--- src/dcache_pkg.sv ---
/*
 * data cache shared definitions
 *   geometry constants for the two-way, eight-set cache
 *   vector types for address fields, ways and the flush walk
 *   controller state encoding
 */

package dcache_pkg;

    // geometry
    localparam int NUM_SETS  = 8;
    localparam int NUM_WAYS  = 2;
    localparam int BLK_WORDS = 2;

    // data word or byte address
    typedef logic [31:0] word_t;

    // address fields: tag 31..6, index 5..3, word select 2
    typedef logic [25:0] tag_t;
    typedef logic [2:0]  idx_t;
    typedef logic        blk_t;

    typedef logic        way_t;

    // bits 2..0 set, bit 3 way, bit 4 walk done
    typedef logic [4:0]  flush_idx_t;

    typedef enum logic [3:0] {
        IDLE,
        WB_WORD0,
        WB_WORD1,
        LOAD_WORD0,
        LOAD_WORD1,
        FLUSH_CHECK,
        FLUSH_WORD0,
        FLUSH_WORD1,
        HALTED
    } ctrl_state_t;

endpackage

--- src/dcache_lookup.sv ---
/*
 * data cache lookup stage
 *   splits the request address into tag, index and word select
 *   tag match on both ways of the selected set
 *   hit way, LRU victim and addressed read word
 */

`timescale 1ns/1ps

module dcache_lookup import dcache_pkg::*; (
    input  word_t         dmem_addr,
    input  logic [1:0]    set_valid,
    input  logic [1:0]    set_dirty,
    input  tag_t          set_tag0,
    input  tag_t          set_tag1,
    input  way_t          set_lru,
    input  word_t [3:0]   set_data,
    output logic          hit,
    output way_t          hit_way,
    output way_t          victim_way,
    output logic          victim_dirty,
    output tag_t          victim_tag,
    output idx_t          idx,
    output blk_t          blk,
    output tag_t          req_tag,
    output word_t         read_word
);

    logic match0;
    logic match1;

    // low two bits are the byte offset and drop out here
    assign req_tag = dmem_addr[31:6];
    assign idx     = dmem_addr[5:3];
    assign blk     = dmem_addr[2];

    assign match0 = set_valid[0] && (set_tag0 == req_tag);
    assign match1 = set_valid[1] && (set_tag1 == req_tag);

    assign hit = match0 || match1;

    // way 0 wins when both match
    assign hit_way = match0 ? 1'b0 : 1'b1;

    // least recently used way gets replaced
    assign victim_way   = set_lru;
    assign victim_dirty = set_dirty[victim_way];
    assign victim_tag   = victim_way ? set_tag1 : set_tag0;

    // way-major, word-minor packing of the set
    assign read_word = set_data[{hit_way, blk}];

endmodule

--- src/dcache_ctrl.sv ---
/*
 * data cache controller
 *   FSM for hits, victim write-back, refill and the halt flush
 *   flush walk counter over all sixteen frames
 *   memory port outputs and store write strobes
 */

`timescale 1ns/1ps

module dcache_ctrl import dcache_pkg::*; (
    input  logic       CLK,
    input  logic       nRST,
    input  logic       dmem_ren,
    input  logic       dmem_wen,
    input  logic       halt,
    input  logic       hit,
    input  way_t       hit_way,
    input  way_t       victim_way,
    input  logic       victim_dirty,
    input  tag_t       victim_tag,
    input  tag_t       req_tag,
    input  idx_t       idx,
    input  word_t      read_word,
    input  word_t      dmem_store,
    input  word_t      mem_load,
    input  logic       mem_wait,
    input  logic       flush_dirty,
    input  tag_t       flush_tag,
    input  word_t      flush_data0,
    input  word_t      flush_data1,
    input  word_t      victim_data0,
    input  word_t      victim_data1,
    output logic       dhit,
    output logic       flushed,
    output word_t      dmem_load,
    output logic       mem_ren,
    output logic       mem_wen,
    output word_t      mem_addr,
    output word_t      mem_store,
    output logic       fill_en,
    output blk_t       fill_word,
    output word_t      fill_data,
    output logic       cpu_wr_en,
    output logic       cpu_wr_is_read,
    output way_t       wr_way,
    output flush_idx_t flush_idx,
    output logic       flush_clean
);

    ctrl_state_t state;
    ctrl_state_t next_state;
    flush_idx_t  next_flush_idx;

    logic        req;
    logic        xfer_done;
    idx_t        flush_set;

    // word address of one word of a block
    function automatic word_t block_addr(tag_t t, idx_t i, blk_t w);
        return {t, i, w, 2'b00};
    endfunction

    assign req       = dmem_ren || dmem_wen;
    assign xfer_done = !mem_wait;
    assign flush_set = flush_idx[2:0];

    always_ff @(posedge CLK, negedge nRST) begin
        if (!nRST) begin
            state     <= IDLE;
            flush_idx <= '0;
        end else begin
            state     <= next_state;
            flush_idx <= next_flush_idx;
        end
    end

    always_comb begin
        next_state     = state;
        next_flush_idx = flush_idx;
        dhit           = 1'b0;
        flushed        = 1'b0;
        dmem_load      = '0;
        mem_ren        = 1'b0;
        mem_wen        = 1'b0;
        mem_addr       = '0;
        mem_store      = '0;
        fill_en        = 1'b0;
        fill_word      = 1'b0;
        fill_data      = mem_load;
        cpu_wr_en      = 1'b0;
        cpu_wr_is_read = dmem_ren;
        wr_way         = victim_way;
        flush_clean    = 1'b0;

        case (state)
            IDLE: begin
                if (req && hit) begin
                    // hit completes here, array updates on this edge
                    dhit      = 1'b1;
                    dmem_load = read_word;
                    cpu_wr_en = 1'b1;
                    wr_way    = hit_way;
                end else if (req) begin
                    next_state = victim_dirty ? WB_WORD0 : LOAD_WORD0;
                end else if (halt) begin
                    next_state = FLUSH_CHECK;
                end
            end
            WB_WORD0: begin
                mem_wen   = 1'b1;
                mem_addr  = block_addr(victim_tag, idx, 1'b0);
                mem_store = victim_data0;
                if (xfer_done) begin
                    next_state = WB_WORD1;
                end
            end
            WB_WORD1: begin
                mem_wen   = 1'b1;
                mem_addr  = block_addr(victim_tag, idx, 1'b1);
                mem_store = victim_data1;
                if (xfer_done) begin
                    next_state = LOAD_WORD0;
                end
            end
            LOAD_WORD0: begin
                mem_ren   = 1'b1;
                mem_addr  = block_addr(req_tag, idx, 1'b0);
                fill_word = 1'b0;
                if (xfer_done) begin
                    fill_en    = 1'b1;
                    next_state = LOAD_WORD1;
                end
            end
            LOAD_WORD1: begin
                // second word marks the frame valid
                mem_ren   = 1'b1;
                mem_addr  = block_addr(req_tag, idx, 1'b1);
                fill_word = 1'b1;
                if (xfer_done) begin
                    fill_en    = 1'b1;
                    next_state = IDLE;
                end
            end
            FLUSH_CHECK: begin
                if (flush_idx[4]) begin
                    next_state = HALTED;
                end else if (flush_dirty) begin
                    next_state = FLUSH_WORD0;
                end else begin
                    next_flush_idx = flush_idx + 5'd1;
                end
            end
            FLUSH_WORD0: begin
                mem_wen   = 1'b1;
                mem_addr  = block_addr(flush_tag, flush_set, 1'b0);
                mem_store = flush_data0;
                if (xfer_done) begin
                    next_state = FLUSH_WORD1;
                end
            end
            FLUSH_WORD1: begin
                mem_wen   = 1'b1;
                mem_addr  = block_addr(flush_tag, flush_set, 1'b1);
                mem_store = flush_data1;
                if (xfer_done) begin
                    flush_clean    = 1'b1;
                    next_flush_idx = flush_idx + 5'd1;
                    next_state     = FLUSH_CHECK;
                end
            end
            HALTED: begin
                // held until reset
                flushed = 1'b1;
            end
            default: begin
                next_state = IDLE;
            end
        endcase
    end

endmodule

--- src/dcache_store.sv ---
/*
 * data cache frame store
 *   valid, dirty and LRU bits under reset
 *   tag and data arrays for both ways of every set
 *   fill, CPU write and flush-clean write ports
 *   set read port for lookup, flush read port for the walk
 */

`timescale 1ns/1ps

module dcache_store import dcache_pkg::*; (
    input  logic         CLK,
    input  logic         nRST,
    input  idx_t         idx,
    input  tag_t         req_tag,
    input  blk_t         blk,
    input  logic         fill_en,
    input  blk_t         fill_word,
    input  word_t        fill_data,
    input  way_t         wr_way,
    input  logic         cpu_wr_en,
    input  logic         cpu_wr_is_read,
    input  word_t        dmem_store,
    input  flush_idx_t   flush_idx,
    input  logic         flush_clean,
    output logic [1:0]   set_valid,
    output logic [1:0]   set_dirty,
    output tag_t         set_tag0,
    output tag_t         set_tag1,
    output way_t         set_lru,
    output word_t [3:0]  set_data,
    output word_t        victim_data0,
    output word_t        victim_data1,
    output logic         flush_dirty,
    output tag_t         flush_tag,
    output word_t        flush_data0,
    output word_t        flush_data1
);

    logic [NUM_WAYS-1:0] valid_q [NUM_SETS];
    logic [NUM_WAYS-1:0] dirty_q [NUM_SETS];
    way_t                lru_q   [NUM_SETS];
    tag_t                tag_q   [NUM_SETS][NUM_WAYS];
    word_t               data_q  [NUM_SETS][NUM_WAYS][BLK_WORDS];

    idx_t flush_set;
    way_t flush_way;

    assign flush_set = flush_idx[2:0];
    assign flush_way = flush_idx[3];

    always_ff @(posedge CLK, negedge nRST) begin
        if (!nRST) begin
            for (int s = 0; s < NUM_SETS; s++) begin
                valid_q[s] <= '0;
                dirty_q[s] <= '0;
                lru_q[s]   <= 1'b0;
            end
        end else begin
            if (fill_en) begin
                // word 0 drops the old frame, word 1 completes the new one
                valid_q[idx][wr_way] <= fill_word;
                dirty_q[idx][wr_way] <= 1'b0;
            end
            if (cpu_wr_en) begin
                lru_q[idx] <= ~wr_way;
                if (!cpu_wr_is_read) begin
                    dirty_q[idx][wr_way] <= 1'b1;
                end
            end
            if (flush_clean) begin
                dirty_q[flush_set][flush_way] <= 1'b0;
            end
        end
    end

    always_ff @(posedge CLK) begin
        if (fill_en) begin
            tag_q[idx][wr_way]             <= req_tag;
            data_q[idx][wr_way][fill_word] <= fill_data;
        end
        if (cpu_wr_en && !cpu_wr_is_read) begin
            data_q[idx][wr_way][blk] <= dmem_store;
        end
    end

    // selected set for lookup
    assign set_valid = valid_q[idx];
    assign set_dirty = dirty_q[idx];
    assign set_tag0  = tag_q[idx][0];
    assign set_tag1  = tag_q[idx][1];
    assign set_lru   = lru_q[idx];
    assign set_data  = {data_q[idx][1][1], data_q[idx][1][0],
                        data_q[idx][0][1], data_q[idx][0][0]};

    // LRU frame for write-back
    assign victim_data0 = data_q[idx][lru_q[idx]][0];
    assign victim_data1 = data_q[idx][lru_q[idx]][1];

    // frame under the flush walk
    assign flush_dirty = dirty_q[flush_set][flush_way];
    assign flush_tag   = tag_q[flush_set][flush_way];
    assign flush_data0 = data_q[flush_set][flush_way][0];
    assign flush_data1 = data_q[flush_set][flush_way][1];

endmodule

--- src/dcache_top.sv ---
/*
 * data cache top level
 *   lookup, controller and frame store wired together
 *   CPU request port and plain memory port
 */

`timescale 1ns/1ps

module dcache_top import dcache_pkg::*; (
    input  logic  CLK,
    input  logic  nRST,
    input  logic  dmem_ren,
    input  logic  dmem_wen,
    input  word_t dmem_addr,
    input  word_t dmem_store,
    input  logic  halt,
    output logic  dhit,
    output word_t dmem_load,
    output logic  flushed,
    output logic  mem_ren,
    output logic  mem_wen,
    output word_t mem_addr,
    output word_t mem_store,
    input  word_t mem_load,
    input  logic  mem_wait
);

    // set read port
    logic [1:0]  set_valid;
    logic [1:0]  set_dirty;
    tag_t        set_tag0;
    tag_t        set_tag1;
    way_t        set_lru;
    word_t [3:0] set_data;

    // lookup decisions
    logic        hit;
    way_t        hit_way;
    way_t        victim_way;
    logic        victim_dirty;
    tag_t        victim_tag;
    idx_t        idx;
    blk_t        blk;
    tag_t        req_tag;
    word_t       read_word;
    word_t       victim_data0;
    word_t       victim_data1;

    // store write strobes and flush port
    logic        fill_en;
    blk_t        fill_word;
    word_t       fill_data;
    logic        cpu_wr_en;
    logic        cpu_wr_is_read;
    way_t        wr_way;
    flush_idx_t  flush_idx;
    logic        flush_clean;
    logic        flush_dirty;
    tag_t        flush_tag;
    word_t       flush_data0;
    word_t       flush_data1;

    dcache_lookup u_lookup (.*);

    dcache_ctrl u_ctrl (.*);

    dcache_store u_store (.*);

endmodule

--- config.mk ---
export PLATFORM = sky130hd
export DESIGN_NAME = dcache_top
export DESIGN_NICKNAME = d
export VERILOG_FILES = /design/src/dcache_pkg.sv /design/src/dcache_lookup.sv /design/src/dcache_ctrl.sv /design/src/dcache_store.sv /design/src/dcache_top.sv
export SDC_FILE = /design/constraint.sdc
export NUM_CORES = 2
export LEC_CHECK = 0
export BUFFER_PORTS_ARGS = -buffer_cell sky130_fd_sc_hd__buf_2
export CORE_UTILIZATION = 40
export CTS_BUF_LIST = sky130_fd_sc_hd__clkbuf_8
export CTS_CLUSTER_SIZE = 8
export DETAILED_ROUTE_END_ITERATION = 10
export PLACE_DENSITY = 0.65
export REMOVE_ABC_BUFFERS = 1
export SLEW_MARGIN = 10
export SYNTH_ARGS = -nofsm -noshare
export SYNTH_HDL_FRONTEND = slang
export SYNTH_SLANG_ARGS = --single-unit
--- constraint.sdc ---
create_clock -name CLK -period 5.2 [get_ports CLK]
set_input_delay 0.78 -clock CLK [delete_from_list [all_inputs] [get_ports CLK]]
set_output_delay 0.78 -clock CLK [all_outputs]
set_load 0.005 [all_outputs]
==> reports/qor.txt <==
R2R Setup Slk - 920 ps
Final Power - 0.0363 W
Detailed-route DRC error count - 0
Routed vias/inst - 7.06
First-pass GRT wire length - 418 mm
DP HPWL - 183 mm
Min-delay worst type - primary input to register
Buf/Inv on CP - 6
Final Setup Violations - 33
Met2 Track Usage GR - 0.484
Final cycle utilization of the critical path - 1.03
Main flop type after synthesis - edfxtp_1
Antenna-violating nets left - 0
Reg clk slew, reported paths - 70 ps
Routed wire length - 307 mm
Die area - 183000 um^2
Starting Density - 0.404
Root buffer cell - clkbuf_8
Gr busiest metal - met2
Largest net degree at the start of global routing - 105
Initial antenna violation count - 21
Netlist cell types - 85
Average cell area after synthesis - 13.5 um^2
IO Pins - 202
CTS tree - done
Yosys warnings - 0
Placer Congestion - 0.938
Die span in x - 427 um
Worst Setup Slack, final - -152 ps
Synth Register Bits - 1489
Die height - 427 um
Overflow after GRT - 0
CP cell instances - mux4_2 > mux2i_1 > xnor2_1 > or4b_4 > nor4_4 > buf_4 > buf_4 > buf_12 > a21oi_4 > buf_12 > nor4b_4 > buf_4 > buf_4
Slew Limit Fails - 0
Slew headroom - 0.160
Post-synth EDFFs - 1440
WP data arrival - 4570 ps
Total CTS buffers - 235
PortBufs - 197
Slowest CP cell - or4b_4
CP max stage delay - 580 ps
Leak - 28.7 nW
Routing usage on met1 - 0.414
Sinks on Clock Net - 1489
Vias in the first global route - 56.1k
Unrepaired setup endpoints after global routing - yes
M3 GR Usage - 0.0938
Area Overhead vs Synth - 17.7%
P per Cell Area - 426 nW/um^2
Overall Global Routing Usage - 0.324
Clock Latency Late Sink - 1070 ps
Critical path data required time - 4420 ps
Failing checks - negative setup slack
Initial DRC count - 11.0k
Final hold violation count - 0
Post-Synthesis Cells - 5351
Synth async-reset ratio - 0.0329
Worst Skew - 97.1 ps
Peak supply drop - 473 uV
Seq/Total Area, Yosys - 0.614
Delay-heaviest family, CP - simple AND/OR/NAND/NOR gates
Layout fillers - 15.4k
Setup crit end kind - primary output
Drt wl/cell - 36.9 um
Worst Tran Pin Value - 1260 ps
Layout cells sized above 1 - 0.245
Min Tclk post-route - 5350 ps
DP Worst Slack - -892 ps
Crit path max fanout - 4
WS Path Type - register to primary output
Most frequent CP cell - buf_4
Status - finished, violations left
Max frequency - 0.187 GHz
Final setup TNS - -3140 ps
H-tree depth - 4
DR vias - 58.7k
Site Rows - 155
Startpoint types - register
CTS max path bufs - 3
Router iterations before antenna repair - 6
Synthesized cell area - 72400 um^2
Max Cap Viol - 0
Fin util - 0.476
Final net count - 5870
CORE AREA - 179000 um^2
[worst register-to-register path: stages (launching register included)]
cell and delay [ps]:
edfxtp_1 410, mux4_2 510, mux2i_1 220, xnor2_1 170
or4b_4 580, nor4_4 410, buf_4 210, buf_12 130
buf_12 110, buf_16 130, buf_4 120, and2_1 450
nor3_2 160, buf_4 210, buf_4 210
[cells in the mapped netlist, drive strengths merged (10+ instances only)]
library cell | number | area share
and3b | 13 | 0.0016
and2 | 12 | 0.0010
nand2b | 12 | 0.0010
xnor2 | 29 | 0.0035
and4 | 28 | 0.0034
a2111oi | 15 | 0.0019
nand4 | 28 | 0.0024
o211ai | 56 | 0.0059
a22o | 92 | 0.011
dfrtp | 49 | 0.017
mux2i | 408 | 0.056
a31oi | 23 | 0.0020
o221ai | 31 | 0.0037
and3 | 58 | 0.0050
edfxtp | 1440 | 0.60
a21boi | 10 | 0.0010
mux2 | 256 | 0.040
a211oi | 32 | 0.0033
a21oi | 286 | 0.020
nor2b | 16 | 0.0014
nand2 | 351 | 0.018
nor4 | 21 | 0.0018
inv | 16 | 0.00083
a221o | 51 | 0.0071
a22oi | 398 | 0.041
o22ai | 35 | 0.0031
buf | 167 | 0.011
o21ai | 257 | 0.018
clkbuf | 289 | 0.015
nand3 | 69 | 0.0048
nor2 | 277 | 0.014
a32oi | 10 | 0.0012
mux4 | 137 | 0.043
nor3 | 72 | 0.0050
o2bb2ai | 12 | 0.0015
a221oi | 192 | 0.023
[logic make-up after synthesis]
kind of cell	count (synthesis)	share of synthesized area
other	1	0.0000518
multiplexers	801	0.139
flip-flops	1489	0.614
buffers and inverters	473	0.0271
XOR/XNOR	33	0.00399
AND/OR/NAND/NOR	994	0.0642
adder cells (fa/ha/maj)	3	0.000518
AO/OA/AOI/OAI	1557	0.151
[through the flow]
step | cell area [um^2] | std cells | hold slack (ps)
after floorplan | 70500 | 4896 | 444
after global placement | 79800 | 7840 | 459
after detailed placement | 79800 | 7840 | 474
after CTS | 84800 | 8272 | 127
after global routing | 85200 | 8296 | 143
final | 85200 | 8307 | 185
[power by group]
part	internal [W]	total (W)	leakage (nW)	switching, W
sequential	0.0134	0.0137	13.6	0.000316
combinational	0.00434	0.0134	12.6	0.00904
clock	0.00435	0.00922	2.46	0.00486
[per-layer routing]
layer / share of wire / wire length, um
met2: 0.43 / 133000
met4: 0.072 / 22200
met3: 0.15 / 46400
met5: 0.00056 / 172
met1: 0.34 / 105000
[placed cells by master, fill, tap and decap left out, drive strengths merged, types with 29 or more instances in the layout]
| cell | count |
|---|---|
| nand3 | 69 |
| dfrtp | 49 |
| o21ai | 257 |
| mux2i | 408 |
| mux4 | 137 |
| nand2 | 351 |
| o221ai | 31 |
| a21oi | 286 |
| a22o | 92 |
| a211oi | 32 |
| nor2 | 277 |
| xnor2 | 29 |
| mux2 | 256 |
| o22ai | 35 |
| clkinv | 65 |
| buf | 626 |
| inv | 118 |
| a221oi | 192 |
| and3 | 59 |
| clkbuf | 238 |
| a221o | 51 |
| edfxtp | 1440 |
| o211ai | 56 |
| a22oi | 398 |
| nor3 | 72 |
[worst paths after layout]
| path | from | endpoint | depth (start not counted) |
|---|---|---|---|
| min reg2reg | u_store.valid_q[14] | u_store.valid_q[14] | 2 |
| min | dmem_store[16] | u_store.data_q[3][16] | 2 |
| max | u_store.tag_q[7][49] | dmem_load[10] | 13 |
| min in group asynchronous | nRST | u_ctrl.flush_idx[2] | 3 |
| max reg2reg | u_store.tag_q[7][49] | u_store.data_q[0][61] | 14 |
| max in group asynchronous | nRST | u_ctrl.flush_idx[3] | 3 |
[final cells by class]
type / count / area (um^2) / area share
clock buffer: 237 / 3260 / 0.0383
antenna: 16 / 40.0 / 0.000470
inverter: 17 / 73.8 / 0.000866
sequential: 1489 / 44500 / 0.522
multi-input combinational: 3394 / 27100 / 0.318
tap: 2355 / 2950 / 0.0346
timing repair buffer: 628 / 6380 / 0.0749
clock inverter: 171 / 891 / 0.0105
[sequential cells by signal, summed over array words and instances, names as in the netlist]
| register | cells |
|---|---|
| u_store.data_q | 1024 |
| u_ctrl.state | 4 |
| u_store.lru_q | 8 |
| u_store.valid_q | 16 |
| u_store.tag_q | 416 |
| u_ctrl.flush_idx | 5 |
| u_store.dirty_q | 16 |
[repair_timing]
item                                    CTS  global route
endpoints found under the setup margin   40            43
hold buffers                              1             0
cloned                                    2             4
gates resized for setup                 103            36
setup buffers                            21            15
pin swaps                                14            11
endpoints found under the hold margin    49             0
Power figures use the tool's default switching activity.
